### src/hw/mips_cfg.svh
`ifndef MIPS_CFG_SVH
`define MIPS_CFG_SVH

// Datapath and instruction width
`define MIPS_NB_REG 32

// Register file addressing
`define MIPS_NB_REG_ADDR 5
`define MIPS_REGFILE_DEPTH 32

// Instruction memory, word addressed
`define MIPS_NB_IMEM_ADDR 6
`define MIPS_IMEM_DEPTH 64

`endif
### src/hw/mips_pkg.sv
`default_nettype none

`include "mips_cfg.svh"

package mips_pkg;

   // Primary opcode field, bits 31:26
   typedef enum logic [5:0] {
      OPC_RTYPE = 6'b000000,
      OPC_ADDI  = 6'b001000,
      OPC_ANDI  = 6'b001100,
      OPC_ORI   = 6'b001101,
      OPC_LUI   = 6'b001111,
      OPC_HALT  = 6'b111111
   } opcode_e;

   // R-type function field, bits 5:0
   typedef enum logic [5:0] {
      FN_SLL = 6'b000000,
      FN_SRL = 6'b000010,
      FN_ADD = 6'b100000,
      FN_SUB = 6'b100010,
      FN_AND = 6'b100100,
      FN_OR  = 6'b100101,
      FN_XOR = 6'b100110,
      FN_SLT = 6'b101010
   } funct_e;

   typedef enum logic [3:0] {
      ALU_ADD = 4'd0,
      ALU_SUB = 4'd1,
      ALU_AND = 4'd2,
      ALU_OR  = 4'd3,
      ALU_XOR = 4'd4,
      ALU_SLT = 4'd5,
      ALU_SLL = 4'd6,
      ALU_SRL = 4'd7,
      ALU_LUI = 4'd8
   } alu_op_e;

   typedef struct packed {
      logic                          strobe;
      logic [`MIPS_NB_IMEM_ADDR-1:0] addr;
      logic [`MIPS_NB_REG-1:0]       data;
   } imem_wr_t;

   typedef struct packed {
      logic                          valid;
      logic [`MIPS_NB_IMEM_ADDR-1:0] pc;
      logic [`MIPS_NB_REG-1:0]       instruction;
   } fetch_t;

   typedef struct packed {
      logic                         valid;
      logic                         halt;
      alu_op_e                      alu_op;
      logic [`MIPS_NB_REG-1:0]      a;
      logic [`MIPS_NB_REG-1:0]      b;
      logic [`MIPS_NB_REG-1:0]      imm;
      logic                         use_imm;
      logic [`MIPS_NB_REG_ADDR-1:0] shamt;
      logic [`MIPS_NB_REG_ADDR-1:0] rs;
      logic [`MIPS_NB_REG_ADDR-1:0] rt;
      logic [`MIPS_NB_REG_ADDR-1:0] rd;
      logic                         we;
   } issue_t;

   // Valid here always means a register write
   typedef struct packed {
      logic                         valid;
      logic [`MIPS_NB_REG_ADDR-1:0] rd;
      logic [`MIPS_NB_REG-1:0]      data;
   } wb_t;

endpackage

`default_nettype wire

### src/hw/mips_core.sv
`default_nettype none

`include "mips_cfg.svh"

module mips_core (
   input  logic                         i_clock,
   input  logic                         reset,
   input  mips_pkg::imem_wr_t           i_imem_wr,
   input  logic                         i_run,
   input  logic [`MIPS_NB_REG_ADDR-1:0] i_dbg_reg_addr,
   output logic [`MIPS_NB_REG-1:0]      o_dbg_reg_data,
   output mips_pkg::wb_t                o_wb,
   output logic                         o_halted
);

   mips_pkg::fetch_t fetch;
   mips_pkg::issue_t issue;

   instruction_fetch u_instruction_fetch (
      .i_clock   (i_clock),
      .reset     (reset),
      .i_imem_wr (i_imem_wr),
      .i_run     (i_run),
      .o_fetch   (fetch)
   );

   // Writeback loops back into the register file
   instruction_decode u_instruction_decode (
      .i_clock        (i_clock),
      .reset          (reset),
      .i_fetch        (fetch),
      .i_wb           (o_wb),
      .i_dbg_reg_addr (i_dbg_reg_addr),
      .o_dbg_reg_data (o_dbg_reg_data),
      .o_issue        (issue)
   );

   execution u_execution (
      .i_clock  (i_clock),
      .reset    (reset),
      .i_issue  (issue),
      .o_wb     (o_wb),
      .o_halted (o_halted)
   );

endmodule

`default_nettype wire

### src/hw/execution.sv
`default_nettype none

`include "mips_cfg.svh"

module execution (
   input  logic             i_clock,
   input  logic             reset,
   input  mips_pkg::issue_t i_issue,
   output mips_pkg::wb_t    o_wb,
   output logic             o_halted
);

   localparam int NB_HALF = `MIPS_NB_REG / 2;

   logic                    fwd_hit_a;
   logic                    fwd_hit_b;
   logic [`MIPS_NB_REG-1:0] op_a;
   logic [`MIPS_NB_REG-1:0] fwd_b;
   logic [`MIPS_NB_REG-1:0] op_b;
   logic [`MIPS_NB_REG-1:0] alu_result;

   // Forward from the previous result still in the writeback register
   assign fwd_hit_a = o_wb.valid && o_wb.rd != '0 && o_wb.rd == i_issue.rs;
   assign fwd_hit_b = o_wb.valid && o_wb.rd != '0 && o_wb.rd == i_issue.rt;

   assign op_a  = fwd_hit_a ? o_wb.data : i_issue.a;
   assign fwd_b = fwd_hit_b ? o_wb.data : i_issue.b;
   assign op_b  = i_issue.use_imm ? i_issue.imm : fwd_b;

   always_comb begin
      alu_result = '0;
      case (i_issue.alu_op)
         mips_pkg::ALU_ADD: alu_result = op_a + op_b;
         mips_pkg::ALU_SUB: alu_result = op_a - op_b;
         mips_pkg::ALU_AND: alu_result = op_a & op_b;
         mips_pkg::ALU_OR:  alu_result = op_a | op_b;
         mips_pkg::ALU_XOR: alu_result = op_a ^ op_b;
         mips_pkg::ALU_SLT: alu_result[0] = $signed(op_a) < $signed(op_b);
         // Shifts act on rt
         mips_pkg::ALU_SLL: alu_result = op_b << i_issue.shamt;
         mips_pkg::ALU_SRL: alu_result = op_b >> i_issue.shamt;
         mips_pkg::ALU_LUI: alu_result = {op_b[NB_HALF-1:0], {NB_HALF{1'b0}}};
         default:           alu_result = '0;
      endcase
   end

   always_ff @(posedge i_clock) begin
      o_wb.rd   <= i_issue.rd;
      o_wb.data <= alu_result;
      if (reset) begin
         o_wb.valid <= 1'b0;
      end
      else begin
         o_wb.valid <= i_issue.valid && i_issue.we && !i_issue.halt;
      end
   end

   // Sticky halt, dropped by the first instruction of a new run
   always_ff @(posedge i_clock) begin
      if (reset) begin
         o_halted <= 1'b0;
      end
      else if (i_issue.valid) begin
         o_halted <= i_issue.halt;
      end
   end

endmodule

`default_nettype wire

### src/hw/instruction_decode.sv
`default_nettype none

`include "mips_cfg.svh"

module instruction_decode (
   input  logic                         i_clock,
   input  logic                         reset,
   input  mips_pkg::fetch_t             i_fetch,
   input  mips_pkg::wb_t                i_wb,
   input  logic [`MIPS_NB_REG_ADDR-1:0] i_dbg_reg_addr,
   output logic [`MIPS_NB_REG-1:0]      o_dbg_reg_data,
   output mips_pkg::issue_t             o_issue
);

   localparam int NB_IMM = 16;

   logic [`MIPS_NB_REG-1:0]      regs [`MIPS_REGFILE_DEPTH];
   logic [5:0]                   opcode_bits;
   logic [5:0]                   funct_bits;
   logic [`MIPS_NB_REG_ADDR-1:0] rs;
   logic [`MIPS_NB_REG_ADDR-1:0] rt;
   logic [`MIPS_NB_REG_ADDR-1:0] rd;
   logic [`MIPS_NB_REG_ADDR-1:0] shamt;
   logic [NB_IMM-1:0]            imm16;
   logic [`MIPS_NB_REG-1:0]      rs_data;
   logic [`MIPS_NB_REG-1:0]      rt_data;
   mips_pkg::issue_t             issue_d;

   // Instruction fields
   assign opcode_bits = i_fetch.instruction[31:26];
   assign rs          = i_fetch.instruction[25:21];
   assign rt          = i_fetch.instruction[20:16];
   assign rd          = i_fetch.instruction[15:11];
   assign shamt       = i_fetch.instruction[10:6];
   assign funct_bits  = i_fetch.instruction[5:0];
   assign imm16       = i_fetch.instruction[NB_IMM-1:0];

   // Write-through from the register being written this cycle
   function automatic logic [`MIPS_NB_REG-1:0] read_port(
      input logic [`MIPS_NB_REG_ADDR-1:0] addr,
      input logic [`MIPS_NB_REG-1:0]      stored,
      input mips_pkg::wb_t                wb
   );
      if (wb.valid && wb.rd == addr && addr != '0) begin
         return wb.data;
      end
      return stored;
   endfunction

   assign rs_data = read_port(rs, regs[rs], i_wb);
   assign rt_data = read_port(rt, regs[rt], i_wb);

   always_comb begin
      issue_d         = '0;
      issue_d.valid   = i_fetch.valid;
      issue_d.a       = rs_data;
      issue_d.b       = rt_data;
      issue_d.shamt   = shamt;
      issue_d.rs      = rs;
      issue_d.rt      = rt;
      issue_d.alu_op  = mips_pkg::ALU_ADD;
      issue_d.imm     = {{(`MIPS_NB_REG-NB_IMM){imm16[NB_IMM-1]}}, imm16};
      case (opcode_bits)
         mips_pkg::OPC_RTYPE: begin
            issue_d.rd = rd;
            issue_d.we = 1'b1;
            case (funct_bits)
               mips_pkg::FN_ADD: issue_d.alu_op = mips_pkg::ALU_ADD;
               mips_pkg::FN_SUB: issue_d.alu_op = mips_pkg::ALU_SUB;
               mips_pkg::FN_AND: issue_d.alu_op = mips_pkg::ALU_AND;
               mips_pkg::FN_OR:  issue_d.alu_op = mips_pkg::ALU_OR;
               mips_pkg::FN_XOR: issue_d.alu_op = mips_pkg::ALU_XOR;
               mips_pkg::FN_SLT: issue_d.alu_op = mips_pkg::ALU_SLT;
               mips_pkg::FN_SLL: issue_d.alu_op = mips_pkg::ALU_SLL;
               mips_pkg::FN_SRL: issue_d.alu_op = mips_pkg::ALU_SRL;
               // Unknown funct retires as a bubble
               default:          issue_d.we     = 1'b0;
            endcase
         end
         mips_pkg::OPC_ADDI: begin
            issue_d.rd      = rt;
            issue_d.we      = 1'b1;
            issue_d.use_imm = 1'b1;
         end
         mips_pkg::OPC_ANDI: begin
            issue_d.rd      = rt;
            issue_d.we      = 1'b1;
            issue_d.use_imm = 1'b1;
            issue_d.alu_op  = mips_pkg::ALU_AND;
            issue_d.imm     = {{(`MIPS_NB_REG-NB_IMM){1'b0}}, imm16};
         end
         mips_pkg::OPC_ORI: begin
            issue_d.rd      = rt;
            issue_d.we      = 1'b1;
            issue_d.use_imm = 1'b1;
            issue_d.alu_op  = mips_pkg::ALU_OR;
            issue_d.imm     = {{(`MIPS_NB_REG-NB_IMM){1'b0}}, imm16};
         end
         mips_pkg::OPC_LUI: begin
            issue_d.rd      = rt;
            issue_d.we      = 1'b1;
            issue_d.use_imm = 1'b1;
            issue_d.alu_op  = mips_pkg::ALU_LUI;
            issue_d.imm     = {{(`MIPS_NB_REG-NB_IMM){1'b0}}, imm16};
         end
         mips_pkg::OPC_HALT: begin
            issue_d.halt = 1'b1;
         end
         default: begin
            issue_d.we = 1'b0;
         end
      endcase
   end

   // Register file, r0 never written
   always_ff @(posedge i_clock) begin
      if (reset) begin
         for (int i = 0; i < `MIPS_REGFILE_DEPTH; i++) begin
            regs[i] <= '0;
         end
      end
      else if (i_wb.valid && i_wb.rd != '0) begin
         regs[i_wb.rd] <= i_wb.data;
      end
   end

   always_ff @(posedge i_clock) begin
      o_issue <= issue_d;
      if (reset) begin
         o_issue.valid <= 1'b0;
      end
   end

   assign o_dbg_reg_data = regs[i_dbg_reg_addr];

endmodule

`default_nettype wire

### src/hw/instruction_fetch.sv
`default_nettype none

`include "mips_cfg.svh"

module instruction_fetch (
   input  logic               i_clock,
   input  logic               reset,
   input  mips_pkg::imem_wr_t i_imem_wr,
   input  logic               i_run,
   output mips_pkg::fetch_t   o_fetch
);

   localparam int MSB_OPCODE = 31;
   localparam int NB_OPCODE  = 6;

   logic [`MIPS_NB_REG-1:0]       imem [`MIPS_IMEM_DEPTH];
   logic [`MIPS_NB_IMEM_ADDR-1:0] pc;
   logic                          running;
   logic                          fetch_valid;
   logic [`MIPS_NB_IMEM_ADDR-1:0] fetch_pc;
   logic [`MIPS_NB_REG-1:0]       fetch_instr;
   logic                          halt_fetched;

   // HALT already sits in the fetch register
   assign halt_fetched = fetch_valid &&
                         (fetch_instr[MSB_OPCODE-:NB_OPCODE] == mips_pkg::OPC_HALT);

   // Load port and synchronous read
   always_ff @(posedge i_clock) begin
      if (i_imem_wr.strobe) begin
         imem[i_imem_wr.addr] <= i_imem_wr.data;
      end
      fetch_instr <= imem[pc];
      fetch_pc    <= pc;
   end

   always_ff @(posedge i_clock) begin
      if (reset) begin
         pc          <= '0;
         running     <= 1'b0;
         fetch_valid <= 1'b0;
      end
      else if (i_run) begin
         pc          <= '0;
         running     <= 1'b1;
         fetch_valid <= 1'b0;
      end
      else if (running && !halt_fetched) begin
         pc          <= pc + 1'b1;
         fetch_valid <= 1'b1;
      end
      else begin
         // Stop after HALT, later words stay invalid
         running     <= 1'b0;
         fetch_valid <= 1'b0;
      end
   end

   assign o_fetch = '{valid: fetch_valid, pc: fetch_pc, instruction: fetch_instr};

endmodule

`default_nettype wire

### config.mk
export PLATFORM = sky130hd
export DESIGN_NAME = mips_core
export DESIGN_NICKNAME = d
export VERILOG_FILES = /design/src/hw/mips_pkg.sv /design/src/hw/mips_core.sv /design/src/hw/execution.sv /design/src/hw/instruction_decode.sv /design/src/hw/instruction_fetch.sv
export VERILOG_INCLUDE_DIRS = /design/src /design/src/hw
export SDC_FILE = /design/constraint.sdc
export NUM_CORES = 2
export LEC_CHECK = 0
export BUFFER_PORTS_ARGS = -buffer_cell sky130_fd_sc_hd__buf_2
export CORE_UTILIZATION = 35
export DETAILED_ROUTE_END_ITERATION = 8
export GPL_ROUTABILITY_DRIVEN = 0
export GPL_TIMING_DRIVEN = 0
export MAX_ROUTING_LAYER = met4
export PLACE_DENSITY_LB_ADDON = 0.05
export SLEW_MARGIN = 40
export SYNTH_ARGS = -nofsm -noshare
export SYNTH_HDL_FRONTEND = slang
export SYNTH_SLANG_ARGS = --single-unit
### constraint.sdc
create_clock -name i_clock -period 6.6 [get_ports i_clock]
set_input_delay 1.32 -clock i_clock [delete_from_list [all_inputs] [get_ports i_clock]]
set_output_delay 1.32 -clock i_clock [all_outputs]
set_load 0.1 [all_outputs]
After elaboration in Yosys (flattened, before gate mapping)

Memory sizes are Yosys's and may differ from the RTL's. A register that Yosys moved wholly into a read port is not among the register bits.
Index checks and enable logic that the tools add are counted.

Add/subtract/negate cells: 3
$lt $le $gt $ge: 1
Eq/ne operators: 25
Shift operators: 2
Multiplexer cells: 31
Bitwise operators: 3
Reductions and logical operators: 24

Operators by type and width:

| cell                 | count |
|---|---|
| $mux W32             | 8 |
| $pmux W31 S8         | 1 |
| $eq A6 B6 Y1 const B | 7 |
| $add A32 B32 Y32     | 1 |
| $and A32 B32 Y32     | 1 |
| $lt A32 B32 Y1       | 1 |
| $or A32 B32 Y32      | 1 |
| $reduce_or A32 Y1    | 1 |
| $shl A32 B5 Y32      | 1 |
| $shr A32 B5 Y32      | 1 |
| $sub A32 B32 Y32     | 1 |
| $xor A32 B32 Y32     | 1 |
| $eq A6 B4 Y1 const B | 4 |
| $pmux W3 S7          | 1 |
| $eq A5 B5 Y1         | 4 |
| $eq A4 B3 Y1 const B | 4 |
| $mux W1              | 16 |
| $pmux W4 S4          | 1 |
| $reduce_bool A5 Y1   | 3 |
| $logic_not A6 Y1     | 2 |
| $logic_and A1 B1 Y1  | 11 |
| $pmux W5 S2          | 1 |
| $eq A4 B2 Y1 const B | 2 |
| $pmux W1 S8          | 1 |
| other kinds (13)     | 14 |

Register bits after elaboration: 156
Bits in writable memories: 3,072
Output and inout port bits: 71
Logic and storage cells: 111
Memories kept: 2

Memory list:

| memory                    | words | bits a word | rd ports | clocked after memory_dff | wr ports | RTL line                 | source |
|---|---|---|---|---|---|---|---|
| u_instruction_fetch.imem  | 64    | 32          | 1        | 1                        | 1        | instruction_fetch.sv:16  | `` logic [`MIPS_NB_REG-1:0] imem [`MIPS_IMEM_DEPTH]; `` |
| u_instruction_decode.regs | 32    | 32          | 3        | 0                        | 32       | instruction_decode.sv:17 | `` logic [`MIPS_NB_REG-1:0] regs [`MIPS_REGFILE_DEPTH]; `` |

Logic depth before layout (Yosys ltp)

Word-level depth: 7
Depth in mapped cells: 21
Depth with buffers taken out: 17

Cells and area by module

A second synthesis with hierarchy kept.

Cell total of the unflattened synthesis: 9,467
Area, all modules: 155,311.5 µm²

By module, submodules not included:

| module             | times used | cells each | area each (µm²) | sequential area each (µm²) |
|---|---|---|---|---|
| instruction_fetch  | 1          | 3,620      | 79,456.2        | 62,419.9 |
| instruction_decode | 1          | 4,257      | 64,556.9        | 32,831.5 |
| execution          | 1          | 1,590      | 11,298.3        | 780.7 |

Worst setup path after synthesis

OpenSTA, ideal clock, no wires.

Path kind: reg-to-reg
Start: reg u_execution.o_wb[32] (netlist name)
End: reg u_execution.o_wb[27] (netlist name)
Arrival: 5.733 ns
Setup slack: 0.733 ns
Stages on the path, launching flop included: 17
Period minus slack after synthesis: 5.867 ns
Cells stage by stage: dfxtp_1 clkbuf_1 o31ai_1 nor4_1 clkbuf_1 mux2_2 ha_1 clkbuf_1 nor3_1 or4b_2 a211oi_1 nor3_1 a21oi_1 o31ai_1 a221oi_1 a21oi_1 or4_1

Longest elaborated chain between the ends: 7

Ends and longest elaborated chain:

| item                                     | RTL line                         | source |
|---|---|---|
| $reduce_bool A5 Y1                       | execution.sv:23, execution.sv:24 |  |
| $logic_and A1 B1 Y1                      | execution.sv:23, execution.sv:24 |  |
| $logic_and A1 B1 Y1                      | execution.sv:24                  | `assign fwd_hit_b = o_wb.valid && o_wb.rd != '0 && o_wb.rd == i_issue.rt;` |
| $mux W32                                 | execution.sv:27                  | `assign fwd_b = fwd_hit_b ? o_wb.data : i_issue.b;` |
| $mux W32                                 | execution.sv:28                  | `assign op_b = i_issue.use_imm ? i_issue.imm : fwd_b;` |
| $sub A32 B32 Y32 (tied with other cells) | execution.sv:34                  | `mips_pkg::ALU_SUB: alu_result = op_a - op_b;` |
| $pmux W31 S8 (*)                         | execution.sv:32                  | `case (i_issue.alu_op)` |
| net u_execution.alu_result[27]           | execution.sv:20                  | `` logic [`MIPS_NB_REG-1:0] alu_result; `` |

Mark *: on every way through the listed nets, which the timed path passes. The rest lies on a longest branch.
A chain may end at the register's enable or synchronous reset.

Final worst setup path

Start: reg u_instruction_decode.o_issue[21] (netlist name)
End: reg u_execution.o_wb[27] (netlist name)

Longest elaborated chain between the ends: 3

Ends and longest elaborated chain:

| item                                     | RTL line                  | source |
|---|---|---|
| start: declaration                       | instruction_decode.sv:12  | `output mips_pkg::issue_t o_issue` |
| start signal: assignment                 | instruction_decode.sv:128 | `o_issue <= issue_d;` |
| $mux W32 (*)                             | execution.sv:28           |  |
| $sub A32 B32 Y32 (tied with other cells) | execution.sv:34           |  |
| $pmux W31 S8 (*)                         | execution.sv:32           |  |
| net u_execution.alu_result[27]           | execution.sv:20           |  |

Marks and branches as above.

==> results.sh <==
export IMPL_port_buffers=107
export IMPL_synth_top_area_frac=0.597
export IMPL_grt_pass1_wl_um=844000
export IMPL_firstDrtPassIters=9
export IMPL_holdCritPathClass="flop to flop"
export IMPL_hold_worst_slack_ns=0.328
export IMPL_yosysSeqAreaShare=0.621
export IMPL_comb_power_share=0.134
export IMPL_die_y_um=667
export IMPL_place_ws_ns=-0.838
export IMPL_finalCritPeriodShare=0.990
export IMPL_pin_count=118
export IMPL_relSlewSlack=0.300
export IMPL_ir_drop_uv=243
export IMPL_totalWireLength_um=630000
export IMPL_ys_warnings_count=0
export IMPL_maxCapViolations=0
export IMPL_ys_async_sr_fraction=0
export IMPL_dp_final_hpwl_um=462000
export IMPL_cp_required_ns=7.40
export IMPL_viasPerCell=5.95
export IMPL_grt_use_total=0.290
export IMPL_final_area_mm2=0.182
export IMPL_fin_ws_ns=0.0664
export IMPL_initial_utilization=0.352
export IMPL_critPathKind="flop to flop"
export IMPL_clkLatencyLatePin_ns=0.99
export IMPL_cp_max_fo=10
export IMPL_synth_edf_count=3072
export IMPL_worst_slew_pin_slew_ns=1.04
export IMPL_ant_nets=0
export IMPL_finalSetupViolations=0
export IMPL_rsz0062_at_grt="false"
export IMPL_syn_inst=8512
export IMPL_core_area_mm2=0.439
export IMPL_cp_start_kind="flop"
export IMPL_cts_sinks=3255
export IMPL_synthTopCellsByArea="edfxtp_1, mux4_2, and2_1, dfxtp_1, clkbuf_1"
export IMPL_drc=0
export IMPL_die_w_um=667
export IMPL_r2r_slack_ns=0.07
export IMPL_fin_tns_setup_ns=0
export IMPL_leakage_nw=59.3
export IMPL_seqPwrFrac=0.464
export IMPL_fmax_ghz=0.153
export IMPL_cts_buffer_depth=4
export IMPL_total_power_mw=51.0
export IMPL_drt_iter0_drc=11600
export IMPL_placementRows=243
export IMPL_synth_main_ff_cell="edfxtp_1"
export IMPL_cts_tree="done"
export IMPL_antenna_found_initial=66
export IMPL_internal_power_mw=36.8
export IMPL_status="finished, final reports clean"
export IMPL_yosys_area_top_type="edfxtp_1"
export IMPL_nNetsFinal=9453
export IMPL_grt_pass1_vias=93600
export IMPL_fin_crit_ns=6.53
export IMPL_finalMaxSlewViolations=0
export IMPL_cts_hold_buffers=0
export IMPL_power_switching_mw=14.2
export IMPL_grt_max_degree=65
export IMPL_routedWlPerCell_um=40.5
export IMPL_ys_seq_elements=3255
export IMPL_drive_gt1_frac=0.336
export IMPL_final_hold_violation_count=0
export IMPL_synth_avg_cell_area_um2=18.2
export IMPL_dpl_cell_area_mm2=0.169
export IMPL_ys_types=90
export IMPL_p_per_area_mw_per_mm2=281
export IMPL_swShare=0.279
export IMPL_htree_levels=5
export IMPL_vias=92500
export IMPL_clkPwrFrac=0.402
export IMPL_dieArea_mm2=0.444
export IMPL_end_kind="flop"
export IMPL_skew_ns=0.0687
export IMPL_cts_root_buf="clkbuf_16"
export IMPL_crit_arrival_ns=7.34
export IMPL_grt_remaining_overflow=0
export IMPL_path_clk_slew_ns=0.06
export IMPL_netlist_area_mm2=0.155
export IMPL_cts_buffers=376
export IMPL_syn2layout_area_growth_pct=17.5
path summary, 6_finish.rpt:
kind / cells past startpoint / endpoint / startpoint
setup / recovery: 17 / u_execution.o_wb[27] / u_instruction_decode.o_issue[21]
hold / removal: 0 / u_instruction_decode.o_issue[32] / u_instruction_fetch.fetch_instr[10]
setup reg to reg: 17 / u_execution.o_wb[27] / u_instruction_decode.o_issue[21]
hold reg to reg: 0 / u_instruction_decode.o_issue[32] / u_instruction_fetch.fetch_instr[10]
critical path: stages, from the launching register on:
cell and delay, ns:
dfxtp_1 0.39, clkbuf_1 0.40, clkbuf_2 0.34, nor2b_1 0.48, clkbuf_2 0.35, clkbuf_1 0.48
clkbuf_2 0.39, a31oi_1 0.18, ha_1 0.53, inv_1 0.13, a211oi_1 0.29, nand2_1 0.11
a2111oi_0 0.64, a21oi_2 0.22, o31ai_1 0.55, o22a_1 0.22, a21oi_1 0.10, or4_1 0.60
cells in the mapped netlist, types with 12 or more instances:
| cell type | count |
|---|---|
| xor2_1 | 15 |
| or2_2 | 39 |
| o221ai_1 | 27 |
| o22ai_1 | 27 |
| ha_1 | 104 |
| a21o_1 | 14 |
| mux2i_1 | 107 |
| xnor2_1 | 20 |
| a211oi_1 | 38 |
| nor2b_1 | 22 |
| mux4_2 | 1661 |
| or4_1 | 13 |
| o31ai_1 | 16 |
| a211o_1 | 12 |
| and2_1 | 972 |
| a221oi_1 | 31 |
| a22oi_1 | 18 |
| o211ai_1 | 33 |
| buf_1 | 143 |
| nand4_1 | 14 |
| nand2b_1 | 29 |
| a2111oi_0 | 13 |
| mux2_2 | 85 |
| dfxtp_1 | 183 |
| nor3_1 | 72 |
| a21oi_1 | 99 |
| nand3_1 | 55 |
| inv_1 | 101 |
| o21bai_1 | 15 |
| clkbuf_1 | 576 |
| a31oi_1 | 35 |
| nor4_1 | 30 |
| nor2_1 | 277 |
| o21ai_0 | 158 |
| edfxtp_1 | 3072 |
| nand2_1 | 193 |
power groups by stage:
stage / clock [mW] / combinational, mW / sequential (mW)
finish: 20.5 / 6.83 / 23.7
global route: 21.5 / 7.00 / 23.7
CTS: 20.8 / 6.78 / 23.7
detailed placement: 0 / 6.75 / 24.1
global placement: 0 / 6.54 / 24.1
floorplan: 0 / 3.21 / 24.2
cells by family after synthesis:
group / after synthesis / share of synthesized area
multiplexers: 1853 / 0.255
AND/OR/NAND/NOR: 1768 / 0.0635
XOR/XNOR: 36 / 0.00216
AO/OA/AOI/OAI: 654 / 0.0293
buffers and inverters: 839 / 0.0207
flip-flops: 3255 / 0.621
other: 1 / 0.0000243
adder cells (fa/ha/maj): 106 / 0.00868
registers in the layout, indices dropped and copies added (netlist names):
signal,flops
u_execution.o_halted,1
u_execution.o_wb,38
u_instruction_decode.o_issue,104
u_instruction_decode.regs,1024
u_instruction_fetch.fetch_instr,32
u_instruction_fetch.fetch_valid,1
u_instruction_fetch.imem,2048
u_instruction_fetch.pc,6
u_instruction_fetch.running,1
what timing repair did:
action	CTS	global route
setup endpoints to repair	18	9
setup buffers	0	0
pin swaps	1	0
gates resized for setup	16	19
area by class of cell:
type / instances / area [µm²]
diodes: 67 / 168
plain buffers: 733 / 3330
clock buffers: 472 / 10000
clock inverters: 215 / 1800
fillers: 39100 / 257000
inverters: 105 / 394
multi-input cells: 4449 / 56400
flip-flops and latches: 3255 / 95900
well taps: 5880 / 7360
repair buffers: 380 / 6180
cell usage in the layout (no fill, tap or decap), types with 131 or more instances in the layout:
| master | n |
|---|---|
| edfxtp_1 | 3072 |
| mux4_2 | 1661 |
| and2_1 | 972 |
| clkbuf_16 | 386 |
| clkbuf_1 | 378 |
| clkbuf_2 | 282 |
| buf_2 | 224 |
| nor2_1 | 214 |
| nand2_1 | 193 |
| dfxtp_1 | 173 |
| buf_16 | 131 |
metal layers:
metal / wire, µm / global-route usage / part of all wire / up-vias
li1: - / - / - / 36700
met1: 244000 / 0.357 / 0.39 / 50000
met2: 302000 / 0.462 / 0.48 / 4505
met3: 41800 / 0.0456 / 0.066 / 1304
met4: 42400 / 0.157 / 0.067 / 0
met5: 0 / - / 0 / -
through the flow:
step,util,cells
6_report,0.414,15600
5_1_grt,0.414,15500
4_1_cts,0.413,15500
3_5_place_dp,0.386,14800
3_3_place_gp,0.371,14500
2_1_floorplan,-,8543
No activity file was read; power rests on OpenSTA's default activity.
